===== src/syscfg_consts.svh =====
`ifndef SYSCFG_CONSTS_SVH
`define SYSCFG_CONSTS_SVH

`define SYSCFG_DATA_W  32
`define SYSCFG_ADDR_W  32
`define SYSCFG_NO_TGTS 4
`define SYSCFG_TGT_W   3  // Up to 8 target slots
`define SYSCFG_OFF_W   2

// Field positions in the byte address
`define SYSCFG_OFF_LSB 2
`define SYSCFG_TGT_LSB 4

`define SYSCFG_TGT_LSDOM 0
`define SYSCFG_TGT_HSDOM 1
`define SYSCFG_TGT_CPU0  2
`define SYSCFG_TGT_DMA0  3

`define SYSCFG_REG_CTRL     2'd0
`define SYSCFG_REG_STATUS   2'd1
`define SYSCFG_REG_BOOT     2'd2
`define SYSCFG_REG_IRQ_MASK 2'd3

`define SYSCFG_BOOT_ADDR_RST 32'h0000_1000
`define SYSCFG_CTRL_RST_RUN  32'h0000_0000  // Bootstrap target, running
`define SYSCFG_CTRL_RST_HOLD 32'h0000_0003  // Held in reset and paused

`endif

===== src/syscfg_tgt_pkg.sv =====
`include "syscfg_consts.svh"

package syscfg_tgt_pkg;

    // CTRL register layout
    typedef struct packed {
        logic [`SYSCFG_DATA_W-3:0] rsvd;  // Reads zero
        logic                      pause; // 1 requests a pause
        logic                      rst;   // 1 holds the target in reset
    } tgt_ctrl_t;

    // Target slot as decoded from the address
    typedef logic [`SYSCFG_TGT_W-1:0] tgt_idx_t;

endpackage


===== src/syscfg_bus_pkg.sv =====
`include "syscfg_consts.svh"

package syscfg_bus_pkg;

    // Full byte address, only bits 6:2 are decoded
    typedef logic [`SYSCFG_ADDR_W-1:0] addr_t;

    typedef logic [`SYSCFG_DATA_W-1:0] data_t;

    // Register slot within one target block
    typedef enum logic [`SYSCFG_OFF_W-1:0] {
        REG_CTRL     = `SYSCFG_REG_CTRL,
        REG_STATUS   = `SYSCFG_REG_STATUS,
        REG_BOOT     = `SYSCFG_REG_BOOT,
        REG_IRQ_MASK = `SYSCFG_REG_IRQ_MASK
    } reg_off_t;

endpackage


===== src/syscfg_reg_if.sv =====
`timescale 1ns/1ps

// One register access, decoder to a single target
interface syscfg_reg_if
    import syscfg_bus_pkg::*;
();

    logic     sel;   // One cycle, addressed target only
    logic     we;
    reg_off_t off;
    data_t    wdata;
    data_t    rdata; // Combinational from the target registers

    modport decoder (
        output sel,
        output we,
        output off,
        output wdata,
        input  rdata
    );

    modport tgt (
        input  sel,
        input  we,
        input  off,
        input  wdata,
        output rdata
    );

endinterface


===== src/syscfg_top.sv =====
`include "syscfg_consts.svh"
`timescale 1ns/1ps

module syscfg_top
    import syscfg_bus_pkg::*;
(
    input  logic                       clk,
    input  logic                       rst_n,

    input  logic                       cyc,
    input  logic                       stb,
    input  logic                       we,
    input  addr_t                      adr,
    input  data_t                      dat_w,
    output data_t                      dat_r,
    output logic                       ack,

    input  data_t                      irq_vec,
    input  logic [`SYSCFG_NO_TGTS-1:0] tgt_pause_ack,

    output logic [`SYSCFG_NO_TGTS-1:0] tgt_rst,
    output logic [`SYSCFG_NO_TGTS-1:0] tgt_pause_req,
    output addr_t                      cpu_boot_addr,
    output logic                       cpu_irq,
    output logic                       dma_irq
);

    syscfg_reg_if tgt_bus [`SYSCFG_NO_TGTS] ();

    syscfg_wb_decoder decoder (
        .clk     (clk),
        .rst_n   (rst_n),
        .cyc     (cyc),
        .stb     (stb),
        .we      (we),
        .adr     (adr),
        .dat_w   (dat_w),
        .dat_r   (dat_r),
        .ack     (ack),
        .tgt_bus (tgt_bus)
    );

    syscfg_tgt #(
        .EN_BOOTSTRAP (1),
        .EN_BOOT_ADDR (0),
        .EN_IRQ       (0)
    ) tgt_lsdom (
        .clk       (clk),
        .rst_n     (rst_n),
        .bus       (tgt_bus[`SYSCFG_TGT_LSDOM]),
        .irq_vec   (irq_vec),
        .pause_ack (tgt_pause_ack[`SYSCFG_TGT_LSDOM]),
        .tgt_rst   (tgt_rst[`SYSCFG_TGT_LSDOM]),
        .pause_req (tgt_pause_req[`SYSCFG_TGT_LSDOM]),
        .boot_addr (),
        .irq       ()
    );

    syscfg_tgt #(
        .EN_BOOTSTRAP (1),
        .EN_BOOT_ADDR (0),
        .EN_IRQ       (0)
    ) tgt_hsdom (
        .clk       (clk),
        .rst_n     (rst_n),
        .bus       (tgt_bus[`SYSCFG_TGT_HSDOM]),
        .irq_vec   (irq_vec),
        .pause_ack (tgt_pause_ack[`SYSCFG_TGT_HSDOM]),
        .tgt_rst   (tgt_rst[`SYSCFG_TGT_HSDOM]),
        .pause_req (tgt_pause_req[`SYSCFG_TGT_HSDOM]),
        .boot_addr (),
        .irq       ()
    );

    syscfg_tgt #(
        .EN_BOOTSTRAP (1),
        .EN_BOOT_ADDR (1),
        .EN_IRQ       (1)
    ) tgt_cpu0 (
        .clk       (clk),
        .rst_n     (rst_n),
        .bus       (tgt_bus[`SYSCFG_TGT_CPU0]),
        .irq_vec   (irq_vec),
        .pause_ack (tgt_pause_ack[`SYSCFG_TGT_CPU0]),
        .tgt_rst   (tgt_rst[`SYSCFG_TGT_CPU0]),
        .pause_req (tgt_pause_req[`SYSCFG_TGT_CPU0]),
        .boot_addr (cpu_boot_addr),
        .irq       (cpu_irq)
    );

    // Stays in reset until software releases it
    syscfg_tgt #(
        .EN_BOOTSTRAP (0),
        .EN_BOOT_ADDR (0),
        .EN_IRQ       (1)
    ) tgt_dma0 (
        .clk       (clk),
        .rst_n     (rst_n),
        .bus       (tgt_bus[`SYSCFG_TGT_DMA0]),
        .irq_vec   (irq_vec),
        .pause_ack (tgt_pause_ack[`SYSCFG_TGT_DMA0]),
        .tgt_rst   (tgt_rst[`SYSCFG_TGT_DMA0]),
        .pause_req (tgt_pause_req[`SYSCFG_TGT_DMA0]),
        .boot_addr (),
        .irq       (dma_irq)
    );

endmodule


===== src/syscfg_tgt.sv =====
`include "syscfg_consts.svh"
`timescale 1ns/1ps

module syscfg_tgt
    import syscfg_bus_pkg::*;
    import syscfg_tgt_pkg::*;
#(
    parameter bit EN_BOOTSTRAP = 0,
    parameter bit EN_BOOT_ADDR = 0,
    parameter bit EN_IRQ       = 0
) (
    input  logic  clk,
    input  logic  rst_n,

    syscfg_reg_if.tgt bus,

    input  data_t irq_vec,
    input  logic  pause_ack,

    output logic  tgt_rst,
    output logic  pause_req,
    output addr_t boot_addr,
    output logic  irq
);

    // Bootstrap targets come out of reset running
    localparam tgt_ctrl_t CTRL_RST = EN_BOOTSTRAP ? `SYSCFG_CTRL_RST_RUN
                                                  : `SYSCFG_CTRL_RST_HOLD;

    tgt_ctrl_t ctrl;
    tgt_ctrl_t wr_ctrl;
    addr_t     boot_q;
    data_t     irq_mask;
    data_t     status;
    logic      wr;

    assign wr      = bus.sel && bus.we;
    assign wr_ctrl = tgt_ctrl_t'(bus.wdata);

    always_ff @(posedge clk or negedge rst_n) begin
        if (!rst_n) begin
            ctrl <= CTRL_RST;
        end
        else if (wr && (bus.off == REG_CTRL)) begin
            ctrl.rst   <= wr_ctrl.rst;
            ctrl.pause <= wr_ctrl.pause;
            ctrl.rsvd  <= '0;
        end
    end

    generate
        if (EN_BOOT_ADDR) begin : g_boot
            always_ff @(posedge clk or negedge rst_n) begin
                if (!rst_n) begin
                    boot_q <= `SYSCFG_BOOT_ADDR_RST;
                end
                else if (wr && (bus.off == REG_BOOT)) begin
                    boot_q <= addr_t'(bus.wdata);
                end
            end
        end
        else begin : g_no_boot
            assign boot_q = `SYSCFG_BOOT_ADDR_RST; // Fixed, reads back 0
        end

        if (EN_IRQ) begin : g_irq
            always_ff @(posedge clk or negedge rst_n) begin
                if (!rst_n) begin
                    irq_mask <= '0;
                end
                else if (wr && (bus.off == REG_IRQ_MASK)) begin
                    irq_mask <= bus.wdata;
                end
            end
        end
        else begin : g_no_irq
            assign irq_mask = '0;
        end
    endgenerate

    // Paused only once the target has acknowledged
    always_comb begin
        status    = '0;
        status[0] = pause_req && pause_ack;
    end

    always_comb begin
        case (bus.off)
            REG_CTRL:     bus.rdata = data_t'(ctrl);
            REG_STATUS:   bus.rdata = status;
            REG_BOOT:     bus.rdata = EN_BOOT_ADDR ? data_t'(boot_q) : '0;
            REG_IRQ_MASK: bus.rdata = irq_mask;
            default:      bus.rdata = '0;
        endcase
    end

    assign tgt_rst   = ctrl.rst;
    assign pause_req = ctrl.pause;
    assign boot_addr = boot_q;
    assign irq       = |(irq_vec & irq_mask); // Same cycle as irq_vec

endmodule


===== src/syscfg_wb_decoder.sv =====
`include "syscfg_consts.svh"
`timescale 1ns/1ps

module syscfg_wb_decoder
    import syscfg_bus_pkg::*;
    import syscfg_tgt_pkg::*;
(
    input  logic  clk,
    input  logic  rst_n,

    // Wishbone classic slave
    input  logic  cyc,
    input  logic  stb,
    input  logic  we,
    input  addr_t adr,
    input  data_t dat_w,
    output data_t dat_r,
    output logic  ack,

    syscfg_reg_if.decoder tgt_bus [`SYSCFG_NO_TGTS]
);

    logic     req;
    tgt_idx_t idx;
    reg_off_t off;
    data_t    rdata [`SYSCFG_NO_TGTS];
    data_t    rdata_sel;

    // Master holds until ack, so a request is only taken while ack is low
    assign req = cyc && stb && !ack;

    assign idx = tgt_idx_t'(adr[`SYSCFG_TGT_LSB +: `SYSCFG_TGT_W]);
    assign off = reg_off_t'(adr[`SYSCFG_OFF_LSB +: `SYSCFG_OFF_W]);

    generate
        for (genvar i = 0; i < `SYSCFG_NO_TGTS; i++) begin : g_tgt
            // Target write lands on the same edge that raises ack
            assign tgt_bus[i].sel   = req && (idx == tgt_idx_t'(i));
            assign tgt_bus[i].we    = we;
            assign tgt_bus[i].off   = off;
            assign tgt_bus[i].wdata = dat_w;

            assign rdata[i] = tgt_bus[i].rdata;
        end
    endgenerate

    // Slots 4 to 7 fall through and read zero
    always_comb begin
        rdata_sel = '0;
        for (int i = 0; i < `SYSCFG_NO_TGTS; i++) begin
            if (idx == tgt_idx_t'(i)) begin
                rdata_sel = rdata[i];
            end
        end
    end

    always_ff @(posedge clk or negedge rst_n) begin
        if (!rst_n) begin
            ack <= 1'b0;
        end
        else begin
            ack <= req; // Single cycle, req drops while ack is high
        end
    end

    // Read data valid during ack
    always_ff @(posedge clk) begin
        if (req) begin
            dat_r <= rdata_sel;
        end
    end

endmodule


===== config.mk =====
export PLATFORM = sky130hd
export DESIGN_NAME = syscfg_top
export DESIGN_NICKNAME = d
export VERILOG_FILES = /design/src/syscfg_tgt_pkg.sv /design/src/syscfg_bus_pkg.sv /design/src/syscfg_reg_if.sv /design/src/syscfg_top.sv /design/src/syscfg_tgt.sv /design/src/syscfg_wb_decoder.sv
export VERILOG_INCLUDE_DIRS = /design/src
export SDC_FILE = /design/constraint.sdc
export NUM_CORES = 1
export LEC_CHECK = 0
export BUFFER_PORTS_ARGS = -buffer_cell sky130_fd_sc_hd__buf_2
export CAP_MARGIN = 10
export CORE_ASPECT_RATIO = 0.9
export CORE_MARGIN = 2
export CORE_UTILIZATION = 45
export DETAILED_ROUTE_END_ITERATION = 6
export HOLD_SLACK_MARGIN = 0.02
export MAX_ROUTING_LAYER = met4
export PLACE_DENSITY_LB_ADDON = 0.25
export SLEW_MARGIN = 15
export SYNTH_ARGS = -nofsm -noshare
export SYNTH_HDL_FRONTEND = slang
export SYNTH_SLANG_ARGS = --single-unit
export TNS_END_PERCENT = 30

===== constraint.sdc =====
create_clock -name clk -period 3.32 [get_ports clk]
set_input_delay 0.498 -clock clk [delete_from_list [all_inputs] [get_ports clk]]
set_output_delay 0.498 -clock clk [all_outputs]
set_load 0.05 [all_outputs]

* Word-level counts from Yosys, hierarchy flattened
Index checks and enable logic that the tools add are counted.
Word-level totals: bits in registers 137
Operators by class: equal/unequal tests 6, multiplexer cells 8, bitwise logic cells 2, reduce and logical (&&, ||, !) cells 27
Operators with widths (count):
- $pmux W32 S4 | 2
- $pmux W32 S3 | 2
- $mux W32 | 4
- $and A32 B32 Y32 | 2
- $reduce_or A32 Y1 | 2
- $logic_and A1 B1 Y1 | 21
- $eq A3 B2 Y1 const B | 2
- $eq A2 B2 Y1 const B | 2
- $eq A3 B1 Y1 const B | 1
- $logic_not A3 Y1 | 1
- $eq A2 B1 Y1 const B | 1
- $logic_not A2 Y1 | 1
- $reduce_or A2 Y1 | 1
- $logic_not A1 Y1 | 1

* Logic depth before layout (Yosys ltp)
word-level depth 7, gate-level depth with buffers 6, depth with buffers taken out 4

* Cells and area by module
From an unflattened synthesis, not the netlist that was laid out.
Second synthesis, totals: cells, all modules 847, area total of the unflattened synthesis 9718.1 um^2
By module, submodules not included:
- syscfg_tgt (tgt_cpu0) | times used 1, cells each 235, area each 3334.4 um^2
- syscfg_wb_decoder | times used 1, cells each 294, area each 3145.5 um^2
- syscfg_tgt (tgt_dma0) | times used 1, cells each 170, area each 2059.5 um^2
- syscfg_tgt (tgt_hsdom ...) | times used 2, cells each 74, area each 589.3 um^2

* Least setup slack after synthesis
Ideal clock, no wire load.
kind register to register, start point register decoder.ack, end point register decoder.dat_r[0], enable pin, setup time 0.423 ns, data arrival time 2.031 ns, setup slack 0.866 ns, stages on the path, launching flop included 2, path buffers 0, clock period less this slack 2.454 ns, cells stage by stage dfrtp_1 nor2_1
On the way: word-level cells in the longest chain between the ends 2
Ends and longest elaborated chain:
- from (decl) | line syscfg_wb_decoder.sv:18 | output logic ack,
- from (signal assigned) | line syscfg_wb_decoder.sv:62 | ack <= req;
- $logic_not A1 Y1 | line syscfg_wb_decoder.sv:30 | assign req = cyc && stb && !ack;
- $logic_and A1 B1 Y1 | line syscfg_wb_decoder.sv:30
- named net decoder.req | line syscfg_wb_decoder.sv:23 | logic req;
- to (signal assigned) | line syscfg_wb_decoder.sv:69 | dat_r <= rdata_sel;
- to (decl) | line syscfg_wb_decoder.sv:17 | output data_t dat_r,
The timed path passes the listed nets, and every way through them passes these cells. A chain may end at the register's enable or synchronous reset.

* Final worst setup path
start point register tgt_cpu0.irq_mask[7], end point output cpu_irq
On the way: word-level cells in the longest chain between the ends 2
Ends and longest elaborated chain:
- from (decl) | line syscfg_tgt.sv:33 | data_t irq_mask;
- from (signal assigned) | line syscfg_tgt.sv:72 | irq_mask <= bus.wdata;
- $and A32 B32 Y32 | line syscfg_tgt.sv:100 | assign irq = |(irq_vec & irq_mask);
- $reduce_or A32 Y1 | line syscfg_tgt.sv:100
- to (decl) | line syscfg_top.sv:24 | output logic cpu_irq,
No other way between the ends.

==> metrics <==
routed vias 4,378; chip width 127 um; clock skew 6.31 ps; number of routed nets with antenna violations 0; max cap viols 0; drt drc 0; Peak supply drop 0.377 mV; CP max stage delay 480 ps; Rel. slew slack 0.341; f_max 0.397 GHz; postcts setup bufs 0; Syn Nets 525; Cell Rows 40; RSZ-0062 raised after global routing false; DRT Pass-1 Iters 5; layout cell share with drive strength beyond 1 0.515; Yosys warnings 0; Register-to-Register Setup Slack 970 ps; register bit total from synthesis 137; Hold Buf Count CTS 0; Crit. End Element output port; number of global-route vias before repair 4,522; Main synth FF type dfrtp_1; FFs w/ async S/R, synth 0.766; status finished, final reports clean; Arrival @ worst endpoint 2020 ps; footprint of the multi-input gates 0.00237 mm^2; num ports 180; Final Total Pwr 4.37 mW; Cell Area, Synth 0.00611 mm^2; Hold Vio Cnt, Final 0; critical path fanouts, max 3; Clock Sinks 137; grt ovf 0; critical path class flop to output port; Clock transition at path regs 50 ps; Syn Area/Cell 14.5 um^2; core area 0.0133 mm^2; HPWL after detailed placement 11,600 um; crit path cell chain a22oi_1 -> nand4_1 -> or4_1 -> buf_2; area added between synthesis and finish 24.7%; Clk Tree Root Cell clkbuf_16; shortest period the worst path allows 2520 ps; global placer's final weighted congestion 0.957; vias per cell 5.78; number of gates resized after CTS 0; Total Die Area 0.0145 mm^2; Power Dens Cells 574 mW/mm^2; clk_lat worst skew 410 ps; worst-margin pin slew 986 ps; Hold WC Path Type input port to asynchronous set/reset pin; Seq/Total Area, Yosys 0.588; final worst path period share 0.758; Yosys cell types 35; Finish-stage setup viols 0; die height 115 um; port bufs 152; Worst Setup Start Kind flop; sequential standard cell area 0.00359 mm^2; DR top layer met4; Slew Limit Fails 0; setup TNS 0 ps; leakage power 3.65 nW; Final #Nets 675; Clock Path Buffers 2; M1 wire length 7240 um; GRT Total Usage 0.237; first-pass GRT wire length 24,900 um; Fill cells 1,115; initial DRC count 310; CTS tree yes; largest net degree at the start of global routing 61; H-tree depth 4; DR WL/cell 21.6 um; Mapped Cells 420; Worst Path Required 2820 ps; initial antenna violation count 5; met3 wire len 1340 um; metal2 WL 7580 um; initial cell density of the core 0.459; CTS buffer count 17; Post-Route WL 16,400 um; Critical Path Slowest Stage Cell or4_1; Post-synth EDFFs 32
[path summary, 6_finish.rpt]
path | from | depth (start not counted) | endpoint
max | tgt_cpu0.irq_mask[7] | 4 | cpu_irq
min in group clk | dat_w[26] | 2 | tgt_dma0.irq_mask[26]
max reg2reg | decoder.ack | 4 | tgt_cpu0.boot_addr[21]
min | rst_n | 1 | tgt_hsdom.pause_req
max in group asynchronous | rst_n | 2 | tgt_dma0.pause_req
min reg2reg | tgt_cpu0.boot_addr[0] | 1 | tgt_cpu0.boot_addr[0]
[metal layers]
metal,global-route usage,vias to the layer above
li1,-,1939
met1,0.312,2238
met2,0.359,185
met3,0.0780,16
met4,0.0593,0
met5,-,-
[cells in the mapped netlist (all sizes together) (6+ instances only)]
cell | instances | area [um^2]
clkbuf | 9 | 33.8
dfrtp | 102 | 2550
nor2 | 6 | 22.5
mux2i | 31 | 310
o2bb2ai | 30 | 263
a22oi | 32 | 240
nand3 | 6 | 30.0
nand4 | 8 | 50.1
edfxtp | 32 | 961
nand2 | 6 | 22.5
buf | 22 | 129
mux2 | 106 | 1200
[where the power goes]
group	internal [mW]	switching [mW]
clock network	1.17	0.672
logic	0.202	0.402
registers	1.83	0.0896
total	3.20	1.16
[flip-flops by register name, indices dropped and copies added, names as in the netlist]
signal,flops
decoder.dat_r,32
tgt_dma0.pause_req,1
tgt_dma0.tgt_rst,1
tgt_cpu0.irq_mask,32
tgt_lsdom.pause_req,1
tgt_hsdom.pause_req,1
decoder.ack,1
tgt_lsdom.tgt_rst,1
tgt_dma0.irq_mask,32
tgt_cpu0.tgt_rst,1
tgt_cpu0.boot_addr,32
tgt_cpu0.pause_req,1
tgt_hsdom.tgt_rst,1
[logic make-up after synthesis]
kind of cell           synth area share
buffers and inverters            0.0279
flip-flops                        0.588
multiplexers                      0.247
AND/OR/NAND/NOR                  0.0428
AO/OA/AOI/OAI                    0.0936
[layout make-up]
class,count,area share
antenna,7,0.00230
clock buffer,21,0.0578
clock inverter,11,0.0171
inverter,2,0.000986
multi-input combinational,250,0.311
sequential,137,0.472
tap,168,0.0276
timing repair buffer,162,0.112
[worst max-delay path: cells and delay by family (launching register included)]
family | cells | cell delay (ps)
AND/OR/NAND/NOR | 2 | 640
flip-flops | 1 | 410
buffers and inverters | 1 | 240
AO/OA/AOI/OAI | 1 | 330
[layout by cell type (no fill, tap or decap), types with 3 or more instances in the layout]
cell	count
buf_2	151
dfrtp_1	102
mux2_2	101
a22oi_1	32
edfxtp_1	32
mux2i_1	31
o2bb2ai_1	30
clkbuf_16	17
buf_4	10
nand4_1	8
diode_2	7
nand2_1	6
nand3_1	6
clkinv_2	5
nor2_1	4
a21oi_1	4
or4_1	4
clkbuf_1	4
mux2_1	3
bufinv_16	3
dfstp_2	3
[through the flow]
stage	utilization	instance area, um^2	setup WS, ps	cells	hold slack [ps]
floorplan	-	6110	866	420	202
global placement	0.528	7030	648	719	498
detailed placement	0.528	7030	545	719	522
CTS	0.571	7600	786	751	118
global route	0.572	7610	705	756	127
finish	0.572	7620	804	758	94.4
Power figures use the tool's default switching activity.
